$ cat src/logic/cpuIsaPkg.sv
package cpuIsaPkg;

	localparam logic [3:0] opRegister = 4'b0000;
	localparam logic [3:0] opMemory   = 4'b0100;
	localparam logic [3:0] opShift    = 4'b1000;
	localparam logic [3:0] opBranch   = 4'b1100;
	localparam logic [3:0] opAddi     = 4'b0101;
	localparam logic [3:0] opAddui    = 4'b0110; // the only zero-extended immediate.
	localparam logic [3:0] opMuli     = 4'b1110;
	localparam logic [3:0] opSubi     = 4'b1001;
	localparam logic [3:0] opCmpi     = 4'b1011;
	localparam logic [3:0] opAndi     = 4'b0001;
	localparam logic [3:0] opOri      = 4'b0010;
	localparam logic [3:0] opXori     = 4'b0011;

	localparam logic [3:0] extAdd   = 4'b0101;
	localparam logic [3:0] extSub   = 4'b1001;
	localparam logic [3:0] extCmp   = 4'b1011;
	localparam logic [3:0] extAnd   = 4'b0001;
	localparam logic [3:0] extOr    = 4'b0010;
	localparam logic [3:0] extXor   = 4'b0011;
	localparam logic [3:0] extMul   = 4'b1110;
	localparam logic [3:0] extLsh   = 4'b0100;
	localparam logic [3:0] extLoad  = 4'b0000;
	localparam logic [3:0] extStore = 4'b0100;
	localparam logic [3:0] extJcond = 4'b1100;
	localparam logic [3:0] extScond = 4'b1101;

	typedef enum logic [3:0] {
		aluAdd,
		aluSub,
		aluCmp,
		aluAnd,
		aluOr,
		aluXor,
		aluLsh,
		aluMul
	} aluOpT;

	localparam int flagC = 0;
	localparam int flagL = 1;
	localparam int flagF = 2;
	localparam int flagZ = 3;
	localparam int flagN = 4;

	localparam logic [3:0] condZ      = 4'b0000;
	localparam logic [3:0] condNotZ   = 4'b0001;
	localparam logic [3:0] condC      = 4'b0010;
	localparam logic [3:0] condNotC   = 4'b0011;
	localparam logic [3:0] condL      = 4'b0100;
	localparam logic [3:0] condNotL   = 4'b0101;
	localparam logic [3:0] condN      = 4'b0110;
	localparam logic [3:0] condNotN   = 4'b0111;
	localparam logic [3:0] condF      = 4'b1000;
	localparam logic [3:0] condNotF   = 4'b1001;
	localparam logic [3:0] condNoLZ   = 4'b1010; // neither L nor Z.
	localparam logic [3:0] condLOrZ   = 4'b1011;
	localparam logic [3:0] condNoNZ   = 4'b1100; // neither N nor Z.
	localparam logic [3:0] condNOrZ   = 4'b1101;
	localparam logic [3:0] condAlways = 4'b1110;
	localparam logic [3:0] condNever  = 4'b1111;

endpackage

$ cat src/logic/cpuCtrlPkg.sv
package cpuCtrlPkg;

	typedef enum logic [3:0] {
		fetch,
		decode,
		operand,
		execute,
		memAddr,
		memWait,
		loadWrite,
		storeWrite,
		setCond,
		resolve
	} ctrlStateT;

	typedef enum logic [1:0] {
		aluResult,
		memData,
		condBit
	} writeSelT;

	typedef enum logic [1:0] {
		hold,
		step,
		branch,
		jump
	} pcActionT;

endpackage

$ cat src/logic/aluUnit.sv
`timescale 1ns/1ps

module aluUnit (
	input logic [15:0] a,
	input logic [15:0] b,
	input cpuIsaPkg::aluOpT op,
	output logic [15:0] result,
	output logic [4:0] flags
);

	logic [16:0] sum;
	logic [16:0] diff;

	assign sum = {1'b0, a} + {1'b0, b};
	assign diff = {1'b0, a} - {1'b0, b}; // bit 16 is the borrow.

	always_comb begin
		result = '0;
		flags = '0;
		case (op)
			cpuIsaPkg::aluAdd: begin
				result = sum[15:0];
				flags[cpuIsaPkg::flagC] = sum[16];
				flags[cpuIsaPkg::flagF] = (a[15] == b[15]) && (sum[15] != a[15]);
			end
			cpuIsaPkg::aluSub: begin
				result = diff[15:0];
				flags[cpuIsaPkg::flagC] = diff[16];
				flags[cpuIsaPkg::flagF] = (a[15] != b[15]) && (diff[15] != a[15]);
			end
			cpuIsaPkg::aluCmp: result = diff[15:0];
			cpuIsaPkg::aluAnd: result = a & b;
			cpuIsaPkg::aluOr: result = a | b;
			cpuIsaPkg::aluXor: result = a ^ b;
			cpuIsaPkg::aluLsh: result = a << b[3:0];
			cpuIsaPkg::aluMul: result = a * b; // only the low half is kept.
			default: result = '0;
		endcase

		if (op == cpuIsaPkg::aluCmp) begin
			flags[cpuIsaPkg::flagZ] = (a == b);
			flags[cpuIsaPkg::flagN] = ($signed(a) < $signed(b));
			flags[cpuIsaPkg::flagL] = (a < b);
		end else begin
			flags[cpuIsaPkg::flagZ] = (result == 16'h0000);
			flags[cpuIsaPkg::flagN] = result[15];
		end
	end

endmodule

$ cat src/logic/registerFile.sv
`timescale 1ns/1ps

module registerFile (
	input logic Clk,
	input logic reset,
	input logic [3:0] srcSel,
	input logic [3:0] destSel,
	input logic writeEnable,
	input logic [15:0] writeData,
	output logic [15:0] srcData,
	output logic [15:0] destData
);

	logic [15:0] regs [16];

	always_ff @(posedge Clk) begin
		if (reset) begin
			for (int i = 0; i < 16; i++)
				regs[i] <= '0;
		end else if (writeEnable) begin
			regs[destSel] <= writeData;
		end
	end

	// both reads are asynchronous so operands settle within the state.
	assign srcData = regs[srcSel];
	assign destData = regs[destSel];

endmodule

$ cat src/logic/programCounter.sv
`timescale 1ns/1ps

module programCounter #(
	parameter logic [15:0] resetAddr = 16'h0000
) (
	input logic Clk,
	input logic reset,
	input cpuCtrlPkg::pcActionT action,
	input logic [7:0] disp,
	input logic [15:0] jumpTarget,
	output logic [15:0] pc
);

	logic [15:0] dispExt;

	assign dispExt = {{8{disp[7]}}, disp};

	always_ff @(posedge Clk) begin
		if (reset) begin
			pc <= resetAddr;
		end else begin
			case (action)
				cpuCtrlPkg::step: pc <= pc + 16'd1;
				cpuCtrlPkg::branch: pc <= pc + dispExt; // relative to the branch itself.
				cpuCtrlPkg::jump: pc <= jumpTarget;
				default: pc <= pc;
			endcase
		end
	end

endmodule

$ cat src/logic/controlFsm.sv
`timescale 1ns/1ps

module controlFsm (
	input logic Clk,
	input logic reset,
	input logic [15:0] instr,
	input logic [4:0] aluFlags,
	output logic instrFetch,
	output logic [3:0] regSrc,
	output logic [3:0] regDest,
	output cpuIsaPkg::aluOpT aluOp,
	output logic useImm,
	output logic immSigned,
	output logic [7:0] imm,
	output logic regWrite,
	output cpuCtrlPkg::writeSelT writeSel,
	output logic condBit,
	output cpuCtrlPkg::pcActionT pcAction,
	output logic dataRead,
	output logic dataWrite
);

	cpuCtrlPkg::ctrlStateT state;
	cpuCtrlPkg::ctrlStateT nextState;
	logic [15:0] instrReg;
	logic [4:0] flagReg;
	logic [3:0] condSel;

	// first state after decode for a freshly fetched word; fetch means unknown.
	function automatic cpuCtrlPkg::ctrlStateT classState(input logic [15:0] word);
		cpuCtrlPkg::ctrlStateT target;
		target = cpuCtrlPkg::fetch;
		case (word[15:12])
			cpuIsaPkg::opRegister: begin
				case (word[7:4])
					cpuIsaPkg::extAdd, cpuIsaPkg::extSub, cpuIsaPkg::extCmp,
					cpuIsaPkg::extAnd, cpuIsaPkg::extOr, cpuIsaPkg::extXor,
					cpuIsaPkg::extMul: target = cpuCtrlPkg::operand;
					default: target = cpuCtrlPkg::fetch;
				endcase
			end
			cpuIsaPkg::opShift: begin
				if (word[7:4] == cpuIsaPkg::extLsh)
					target = cpuCtrlPkg::operand;
			end
			cpuIsaPkg::opMemory: begin
				case (word[7:4])
					cpuIsaPkg::extLoad, cpuIsaPkg::extStore: target = cpuCtrlPkg::memAddr;
					cpuIsaPkg::extScond: target = cpuCtrlPkg::setCond;
					cpuIsaPkg::extJcond: target = cpuCtrlPkg::resolve;
					default: target = cpuCtrlPkg::fetch;
				endcase
			end
			cpuIsaPkg::opBranch: target = cpuCtrlPkg::resolve;
			cpuIsaPkg::opAddi, cpuIsaPkg::opAddui, cpuIsaPkg::opMuli, cpuIsaPkg::opSubi,
			cpuIsaPkg::opCmpi, cpuIsaPkg::opAndi, cpuIsaPkg::opOri,
			cpuIsaPkg::opXori: target = cpuCtrlPkg::operand;
			default: target = cpuCtrlPkg::fetch;
		endcase
		return target;
	endfunction

	function automatic cpuIsaPkg::aluOpT opFor(input logic [15:0] word);
		cpuIsaPkg::aluOpT op;
		op = cpuIsaPkg::aluAdd; // ADD, ADDI and ADDUI fall through to this.
		case (word[15:12])
			cpuIsaPkg::opRegister: begin
				case (word[7:4])
					cpuIsaPkg::extSub: op = cpuIsaPkg::aluSub;
					cpuIsaPkg::extCmp: op = cpuIsaPkg::aluCmp;
					cpuIsaPkg::extAnd: op = cpuIsaPkg::aluAnd;
					cpuIsaPkg::extOr: op = cpuIsaPkg::aluOr;
					cpuIsaPkg::extXor: op = cpuIsaPkg::aluXor;
					cpuIsaPkg::extMul: op = cpuIsaPkg::aluMul;
					default: op = cpuIsaPkg::aluAdd;
				endcase
			end
			cpuIsaPkg::opShift: op = cpuIsaPkg::aluLsh;
			cpuIsaPkg::opMuli: op = cpuIsaPkg::aluMul;
			cpuIsaPkg::opSubi: op = cpuIsaPkg::aluSub;
			cpuIsaPkg::opCmpi: op = cpuIsaPkg::aluCmp;
			cpuIsaPkg::opAndi: op = cpuIsaPkg::aluAnd;
			cpuIsaPkg::opOri: op = cpuIsaPkg::aluOr;
			cpuIsaPkg::opXori: op = cpuIsaPkg::aluXor;
			default: op = cpuIsaPkg::aluAdd;
		endcase
		return op;
	endfunction

	function automatic logic condHolds(input logic [3:0] cond, input logic [4:0] f);
		logic holds;
		holds = 1'b0;
		case (cond)
			cpuIsaPkg::condZ: holds = f[cpuIsaPkg::flagZ];
			cpuIsaPkg::condNotZ: holds = !f[cpuIsaPkg::flagZ];
			cpuIsaPkg::condC: holds = f[cpuIsaPkg::flagC];
			cpuIsaPkg::condNotC: holds = !f[cpuIsaPkg::flagC];
			cpuIsaPkg::condL: holds = f[cpuIsaPkg::flagL];
			cpuIsaPkg::condNotL: holds = !f[cpuIsaPkg::flagL];
			cpuIsaPkg::condN: holds = f[cpuIsaPkg::flagN];
			cpuIsaPkg::condNotN: holds = !f[cpuIsaPkg::flagN];
			cpuIsaPkg::condF: holds = f[cpuIsaPkg::flagF];
			cpuIsaPkg::condNotF: holds = !f[cpuIsaPkg::flagF];
			cpuIsaPkg::condNoLZ: holds = !(f[cpuIsaPkg::flagL] || f[cpuIsaPkg::flagZ]);
			cpuIsaPkg::condLOrZ: holds = f[cpuIsaPkg::flagL] || f[cpuIsaPkg::flagZ];
			cpuIsaPkg::condNoNZ: holds = !(f[cpuIsaPkg::flagN] || f[cpuIsaPkg::flagZ]);
			cpuIsaPkg::condNOrZ: holds = f[cpuIsaPkg::flagN] || f[cpuIsaPkg::flagZ];
			cpuIsaPkg::condAlways: holds = 1'b1;
			cpuIsaPkg::condNever: holds = 1'b0;
			default: holds = 1'b0;
		endcase
		return holds;
	endfunction

	always_ff @(posedge Clk) begin
		if (reset) begin
			state <= cpuCtrlPkg::fetch;
			instrReg <= '0;
			flagReg <= '0;
		end else begin
			state <= nextState;
			if (state == cpuCtrlPkg::decode)
				instrReg <= instr; // the word arrives one cycle after the fetch pulse.
			if (state == cpuCtrlPkg::execute)
				flagReg <= aluFlags; // every ALU operation rewrites all five flags.
		end
	end

	always_comb begin
		nextState = cpuCtrlPkg::fetch;
		pcAction = cpuCtrlPkg::hold;
		regWrite = 1'b0;
		writeSel = cpuCtrlPkg::aluResult;
		dataRead = 1'b0;
		dataWrite = 1'b0;
		case (state)
			cpuCtrlPkg::fetch: nextState = cpuCtrlPkg::decode;
			cpuCtrlPkg::decode: begin
				nextState = classState(instr);
				if (nextState == cpuCtrlPkg::fetch)
					pcAction = cpuCtrlPkg::step; // unknown words are skipped here.
			end
			cpuCtrlPkg::operand: nextState = cpuCtrlPkg::execute;
			cpuCtrlPkg::execute: begin
				regWrite = (aluOp != cpuIsaPkg::aluCmp);
				pcAction = cpuCtrlPkg::step;
			end
			cpuCtrlPkg::memAddr: begin
				if (instrReg[7:4] == cpuIsaPkg::extLoad) begin
					dataRead = 1'b1;
					nextState = cpuCtrlPkg::memWait;
				end else begin
					nextState = cpuCtrlPkg::storeWrite;
				end
			end
			cpuCtrlPkg::memWait: nextState = cpuCtrlPkg::loadWrite;
			cpuCtrlPkg::loadWrite: begin
				regWrite = 1'b1;
				writeSel = cpuCtrlPkg::memData;
				pcAction = cpuCtrlPkg::step;
			end
			cpuCtrlPkg::storeWrite: begin
				dataWrite = 1'b1;
				pcAction = cpuCtrlPkg::step;
			end
			cpuCtrlPkg::setCond: begin
				regWrite = 1'b1;
				writeSel = cpuCtrlPkg::condBit;
				pcAction = cpuCtrlPkg::step;
			end
			cpuCtrlPkg::resolve: begin
				if (!condBit)
					pcAction = cpuCtrlPkg::step;
				else if (instrReg[15:12] == cpuIsaPkg::opBranch)
					pcAction = cpuCtrlPkg::branch;
				else
					pcAction = cpuCtrlPkg::jump;
			end
			default: nextState = cpuCtrlPkg::fetch;
		endcase
	end

	// Scond keeps its condition in the low nibble, branches and jumps in bits 11:8.
	assign condSel = (instrReg[15:12] == cpuIsaPkg::opMemory
		&& instrReg[7:4] == cpuIsaPkg::extScond) ? instrReg[3:0] : instrReg[11:8];
	assign condBit = condHolds(condSel, flagReg);

	assign instrFetch = (state == cpuCtrlPkg::fetch) && !reset; // quiet while held in reset.
	assign regSrc = instrReg[3:0];
	assign regDest = instrReg[11:8];
	assign aluOp = opFor(instrReg);
	assign useImm = !(instrReg[15:12] == cpuIsaPkg::opRegister
		|| instrReg[15:12] == cpuIsaPkg::opShift);
	assign immSigned = (instrReg[15:12] != cpuIsaPkg::opAddui);
	assign imm = instrReg[7:0]; // doubles as the branch displacement.

endmodule

$ cat src/logic/cpuCore.sv
`timescale 1ns/1ps

module cpuCore #(
	parameter logic [15:0] resetAddr = 16'h0000
) (
	input logic Clk,
	input logic reset,
	input logic [15:0] instr,
	input logic [15:0] dataRdata,
	output logic instrFetch,
	output logic [15:0] instrAddr,
	output logic dataRead,
	output logic dataWrite,
	output logic [15:0] dataAddr,
	output logic [15:0] dataWdata,
	output logic commitValid,
	output logic [3:0] commitReg,
	output logic [15:0] commitData
);

	logic [3:0] regSrc;
	logic [3:0] regDest;
	cpuIsaPkg::aluOpT aluOp;
	logic useImm;
	logic immSigned;
	logic [7:0] imm;
	logic regWrite;
	cpuCtrlPkg::writeSelT writeSel;
	logic condBit;
	cpuCtrlPkg::pcActionT pcAction;
	logic [4:0] aluFlags;
	logic [15:0] srcData;
	logic [15:0] destData;
	logic [15:0] immExt;
	logic [15:0] aluB;
	logic [15:0] aluOut;
	logic [15:0] writeData;

	controlFsm ctrl (
		.Clk(Clk),
		.reset(reset),
		.instr(instr),
		.aluFlags(aluFlags),
		.instrFetch(instrFetch),
		.regSrc(regSrc),
		.regDest(regDest),
		.aluOp(aluOp),
		.useImm(useImm),
		.immSigned(immSigned),
		.imm(imm),
		.regWrite(regWrite),
		.writeSel(writeSel),
		.condBit(condBit),
		.pcAction(pcAction),
		.dataRead(dataRead),
		.dataWrite(dataWrite)
	);

	assign immExt = immSigned ? {{8{imm[7]}}, imm} : {8'h00, imm};
	assign aluB = useImm ? immExt : srcData;

	aluUnit alu (
		.a(destData),
		.b(aluB),
		.op(aluOp),
		.result(aluOut),
		.flags(aluFlags)
	);

	registerFile regs (
		.Clk(Clk),
		.reset(reset),
		.srcSel(regSrc),
		.destSel(regDest),
		.writeEnable(regWrite),
		.writeData(writeData),
		.srcData(srcData),
		.destData(destData)
	);

	programCounter #(
		.resetAddr(resetAddr)
	) pcUnit (
		.Clk(Clk),
		.reset(reset),
		.action(pcAction),
		.disp(imm),
		.jumpTarget(srcData),
		.pc(instrAddr)
	);

	always_comb begin
		case (writeSel)
			cpuCtrlPkg::memData: writeData = dataRdata; // read word is still held in loadWrite.
			cpuCtrlPkg::condBit: writeData = {15'h0000, condBit};
			default: writeData = aluOut;
		endcase
	end

	assign dataAddr = srcData;
	assign dataWdata = destData;
	assign commitValid = regWrite;
	assign commitReg = regDest;
	assign commitData = writeData;

endmodule

$ cat config.mk
export PLATFORM = sky130hd
export DESIGN_NAME = cpuCore
export DESIGN_NICKNAME = d
export VERILOG_FILES = /design/src/logic/cpuIsaPkg.sv /design/src/logic/cpuCtrlPkg.sv /design/src/logic/aluUnit.sv /design/src/logic/registerFile.sv /design/src/logic/programCounter.sv /design/src/logic/controlFsm.sv /design/src/logic/cpuCore.sv
export SDC_FILE = /design/constraint.sdc
export NUM_CORES = 1
export LEC_CHECK = 0
export BUFFER_PORTS_ARGS = -buffer_cell sky130_fd_sc_hd__clkbuf_2
export CAP_MARGIN = 30
export CORE_UTILIZATION = 30
export DETAILED_ROUTE_END_ITERATION = 8
export PLACE_DENSITY_LB_ADDON = 0.3
export SLEW_MARGIN = 20
export SYNTH_ARGS = -nofsm -noshare
export SYNTH_HDL_FRONTEND = slang
export SYNTH_SLANG_ARGS = --single-unit
$ cat constraint.sdc
create_clock -name Clk -period 22.6 [get_ports Clk]
set_input_delay 4.52 -clock Clk [delete_from_list [all_inputs] [get_ports Clk]]
set_output_delay 4.52 -clock Clk [all_outputs]
set_load 0.05 [all_outputs]
## Word-level counts from Yosys, hierarchy flattened

Memories as Yosys holds them, arrays and structs flattened. A register that Yosys moved wholly into a read port is not among the register bits.
Index checks and enable logic that the tools add are counted.

| cells by class | value |
|---|---|
| $add $sub $neg | 4 |
| multiply operators | 1 |
| order comparisons | 2 |
| equal/unequal tests | 80 |
| shifts and indexed selects | 1 |
| mux-type cells | 41 |
| bitwise operators | 3 |
| reductions and logical operators | 32 |

Operators with widths:

| operator | count |
|---|---|
| $eq 4x4->1 const B | 29 |
| $pmux 16 s7 | 1 |
| $eq 4x3->1 const B | 14 |
| $eq 4x2->1 const B | 12 |
| $mux 16 | 3 |
| $pmux 16 s3 | 1 |
| $pmux 4 s5 | 2 |
| $logic_not 4->1 | 8 |
| $lt 16x16->1 | 2 |
| $pmux 16 s2 | 1 |
| $mux 4 | 7 |
| $eq 4x1->1 const B | 6 |
| $pmux 3 s8 | 1 |
| $pmux 3 s6 | 1 |
| $add 16x16->17 | 1 |
| $sub 16x16->17 | 1 |
| $add 16x1->16 const B | 1 |
| $add 16x16->16 | 1 |
| $and 16x16->16 | 1 |
| $eq 16x16->1 | 1 |
| $logic_not 16->1 | 1 |
| $mul 16x16->16 | 1 |
| $or 16x16->16 | 1 |
| $pmux 1 s16 | 1 |
| 26 further kinds | 66 |

| word-level totals | value |
|---|---|
| register bits | 41 |
| RAM bits | 256 |
| bits of input ports | 34 |
| word-level logic and storage cells | 169 |
| memories | 1 |

Memories:

| name | depth | bits a word | rd ports | clocked after Yosys merged registers in | wr ports | RTL line | source |
|---|---|---|---|---|---|---|---|
| regs.regs | 16 | 16 | 2 | 2 | 16 | registerFile.sv:14 | `logic [15:0] regs [16];` |

## Longest topological paths before layout

| depth | value |
|---|---|
| depth in word-level cells | 10 |
| mapped depth | 36 |
| mapped depth without buffers | 30 |

## Hierarchy

A second synthesis with hierarchy kept.

| unflattened totals | value |
|---|---|
| cells, all modules | 2334 |
| area, all modules | 24368.4 um^2 |

By module, submodules not included:

| module | times used | cells each | area each (um^2) | sequential area each (um^2) |
|---|---|---|---|---|
| registerFile | 1 | 861 | 13421.6 | 7687.4 |
| aluUnit | 1 | 922 | 7033.0 | 0.0 |
| controlFsm | 1 | 246 | 1786.7 | 500.5 |
| programCounter | 1 | 221 | 1667.8 | 320.3 |
| cpuCore | 1 | 84 | 459.2 | 0.0 |

## Worst setup path before layout

No wires, ideal clock.

| timing | value |
|---|---|
| kind | register to output |
| from | reg with a tool-made name |
| to | out commitData[14] |
| data arrival time | 8.684 ns |
| setup slack | 9.396 ns |
| stages on the path, launching flop included | 31 |
| buffers on the path | 6 |
| cell sequence | dfxtp_1 > buf_4 > buf_6 > buf_4 > buf_4 > buf_2 > mux2i_1 > o21ai_0 > a21boi_2 > inv_1 > nand2_1 > fa_1 > fa_1 > inv_1 > fa_1 > inv_1 > fa_1 > fa_1 > fa_1 > inv_1 > ha_1 > and3_1 > a221oi_1 > o21bai_1 > a21oi_1 > xnor2_1 > nand2_1 > o2111ai_1 > a22oi_1 > clkbuf_1 > inv_1 |

RTL lines:

| what | RTL line | source |
|---|---|---|
| end, declared | cpuCore.sv:18 | `output logic [15:0] commitData` |

==> reports/metrics.cfg <==
[status]
status=finished clean

[worst_setup_path]
cp-start-kind=flip-flop
crit_arrival_ps=9890
endpoint_kind=output pin
slowest_stage=buf_4
cp_max_fo=40
slowest_delay_ps=690
criticalPathCategory=reg -> out
cp.required_ps=18080
crit_family=adder cells
path_common_cell=inv_1
cp_num_buf_inv=9

[place]
gp_congestion=0.966
dpl.hpwl_um=65500
io_buffers=105

[sta]
tns_ps=0
rsz0062_at_grt=no
post-route-min-period_ps=14410
min_period_over_period=0.638
fmax_ghz=0.0694
finalSetupViolCount=0
final_hold_viol_count=0
finalMaxSlewViolations=0
max_slew.worst_pin.slew_ps=1110
slew-limit-headroom=0.239
finClkSkew_ps=24.3

[global_routing]
grt_usage=0.223
antenna_found_initial=4
grt_max_degree=65
globalRouteOverflowTotal=0
grt_pass1_vias=18969
grt_pass1_wl_um=130000

[floorplanning]
initial_core_util=0.303
die_w_um=282
ios=106
num_rows=102
die_area_um2=79300
die_h_um=282
core_um2=77300

[clock_tree]
clkLatencyLatePin_ps=570
ctsResizeCount=0
htree_levels=2
hold_buffers=0
path_clk_slew_ps=60
tritoncts=yes
clockBufferDepth=3
clkSinkCount=305
cts_made_buffers=37
clockRootBuffer=clkbuf_16
cts_setup_buffers=0

[drt]
first_pass_iters=6
drt_iter0_markers=1943
via_per_inst=5.56
wl_per_cell_um=25.8
vias=19088
drt-total-wl_um=88800
drc=0
ant_nets=0

[synthesis]
yosysTopAreaCell=edfxtp_1
synth_top_family_by_area=multiplexers
yosysSeqAreaShare=0.370
syn-cell-area_um2=23400
synth_nets=2513
syn_avg_cell_area_um2=10.3
async_flop_share=0
yosysTopAreaCellShare=0.328
synth_compound_area_frac=0.0970
yosysWarnings=0
synth_top_flop_cell=edfxtp_1
synthCells=2280
synthDistinctLibCells=90
synth_xor_area_frac=0.0217
synth_edf_count=256
synth_fa_ha_area_frac=0.133
synth-seq-cells=305
synth.mux.area_fraction=0.175
synth_area_leaders=edfxtp_1 (33%), mux4_2 (13%), nor2_1 (7.2%)
synthSimpleGateAreaFrac=0.144

[run]
cap_violations=0

[power]
ir_worst_vdd_v=0.0000484
comb_power_share=0.534
p_seq_frac=0.243
power_density_nw_per_um2=101
p_int_mw=1.47
clkPwrFrac=0.224
p_switching_mw=1.24
switching_share=0.457
p_leak_nw=10.6
power_mw=2.71

[layout]
fin_util=0.346
diodes=0
nets=2601
drive_gt1_frac=0.187
synthToLayoutAreaGrowth_pct=14.2

[min_path]
min_path_type=reg -> reg

==> power by group through the flow <==
stage	Clock (mW)	Sequential, mW	Combinational [mW]
floorplan	0	0.663	0.968
global placement	0	0.667	1.41
detailed placement	0	0.668	1.43
CTS	0.618	0.657	1.43
global route	0.636	0.660	1.56
finish	0.606	0.657	1.45
==> per-stage QoR <==
stage | setup slack [ps] | instance area [um^2] | cells | hold slack, ps
finish | 8190 | 26800 | 3436 | 476
global route | 7670 | 26800 | 3436 | 509
CTS | 8180 | 26700 | 3433 | 477
detailed placement | 8800 | 25500 | 3366 | 466
global placement | 8780 | 25200 | 3346 | 461
floorplan | 9400 | 23400 | 2280 | 442
==> sequential cells by signal (all words and copies together) (netlist names), named ones only <==
register / cells
ctrl.flagReg: 5
ctrl.state: 4
regs.regs: 256
pcUnit.pc: 16
ctrl.instrReg: 16
==> layout make-up <==
class                           instances  area, um^2
Fill cell                            7857       50600
Clock buffer                           43         958
Multi-Input combinational cell       1629       13400
Inverter                              205         769
Clock inverter                         24         274
Sequential cell                       305        8680
Tap cell                             1040        1300
Timing Repair Buffer                  190        1340
==> worst paths after layout <==
check / startpoint / end / slack [ps] / cells past startpoint
max reg2reg: flip-flop / ctrl.flagReg[3] / 13290 / 30
min: ctrl.flagReg[1] / ctrl.flagReg[1] / 480 / 2
max: flip-flop / commitData[15] / 8190 / 30
min reg2reg: ctrl.flagReg[1] / ctrl.flagReg[1] / 480 / 2
==> worst reg2reg max path, delay by kind of cell (launching register included) <==
family	cells	cell delay [ps]
compound gates	5	1280
xor+xnor	1	180
fa+ha+maj	8	3420
buf+inv	7	1270
flops	1	520
mux	2	900
simple gates	7	1670
==> synth_stat cells, types with 23 or more instances <==
| library cell | count |
|---|---|
| ha_1 | 116 |
| xnor2_1 | 42 |
| mux2i_1 | 72 |
| nor2_1 | 447 |
| edfxtp_1 | 256 |
| dfxtp_1 | 49 |
| inv_1 | 201 |
| buf_2 | 23 |
| nand2_1 | 202 |
| a21oi_1 | 93 |
| a211oi_1 | 29 |
| fa_1 | 83 |
| o21ai_0 | 71 |
| mux4_2 | 139 |
| clkbuf_1 | 94 |
==> per-layer routing <==
layer | routed length (um) | vias to the layer above | global-route usage
met4 | 3690 | 0 | 0.0910
met5 | 0 | - | 0
met3 | 7580 | 198 | 0.0403
met2 | 42100 | 954 | 0.371
met1 | 35500 | 9669 | 0.286
li1 | - | 8267 | -
==> kinds of logic after synthesis <==
kind of cell	after synthesis
adder cells (fa/ha/maj)	199
AO/OA/AOI/OAI	345
AND/OR/NAND/NOR	798
multiplexers	232
flip-flops	305
buffers and inverters	346
XOR/XNOR	55
==> layout by cell type, fill, tap and decap left out, drive strengths merged, types with 22 or more instances in the layout <==
cell    instances
nor2          448
edfxtp        256
inv           205
nand2         202
clkbuf        148
mux4          139
ha            116
a21oi          96
buf            85
fa             83
mux2i          75
o21ai          75
dfxtp          49
xnor2          42
a211oi         29
nor3           22
Note: power is estimated with default switching activity, not from simulation.
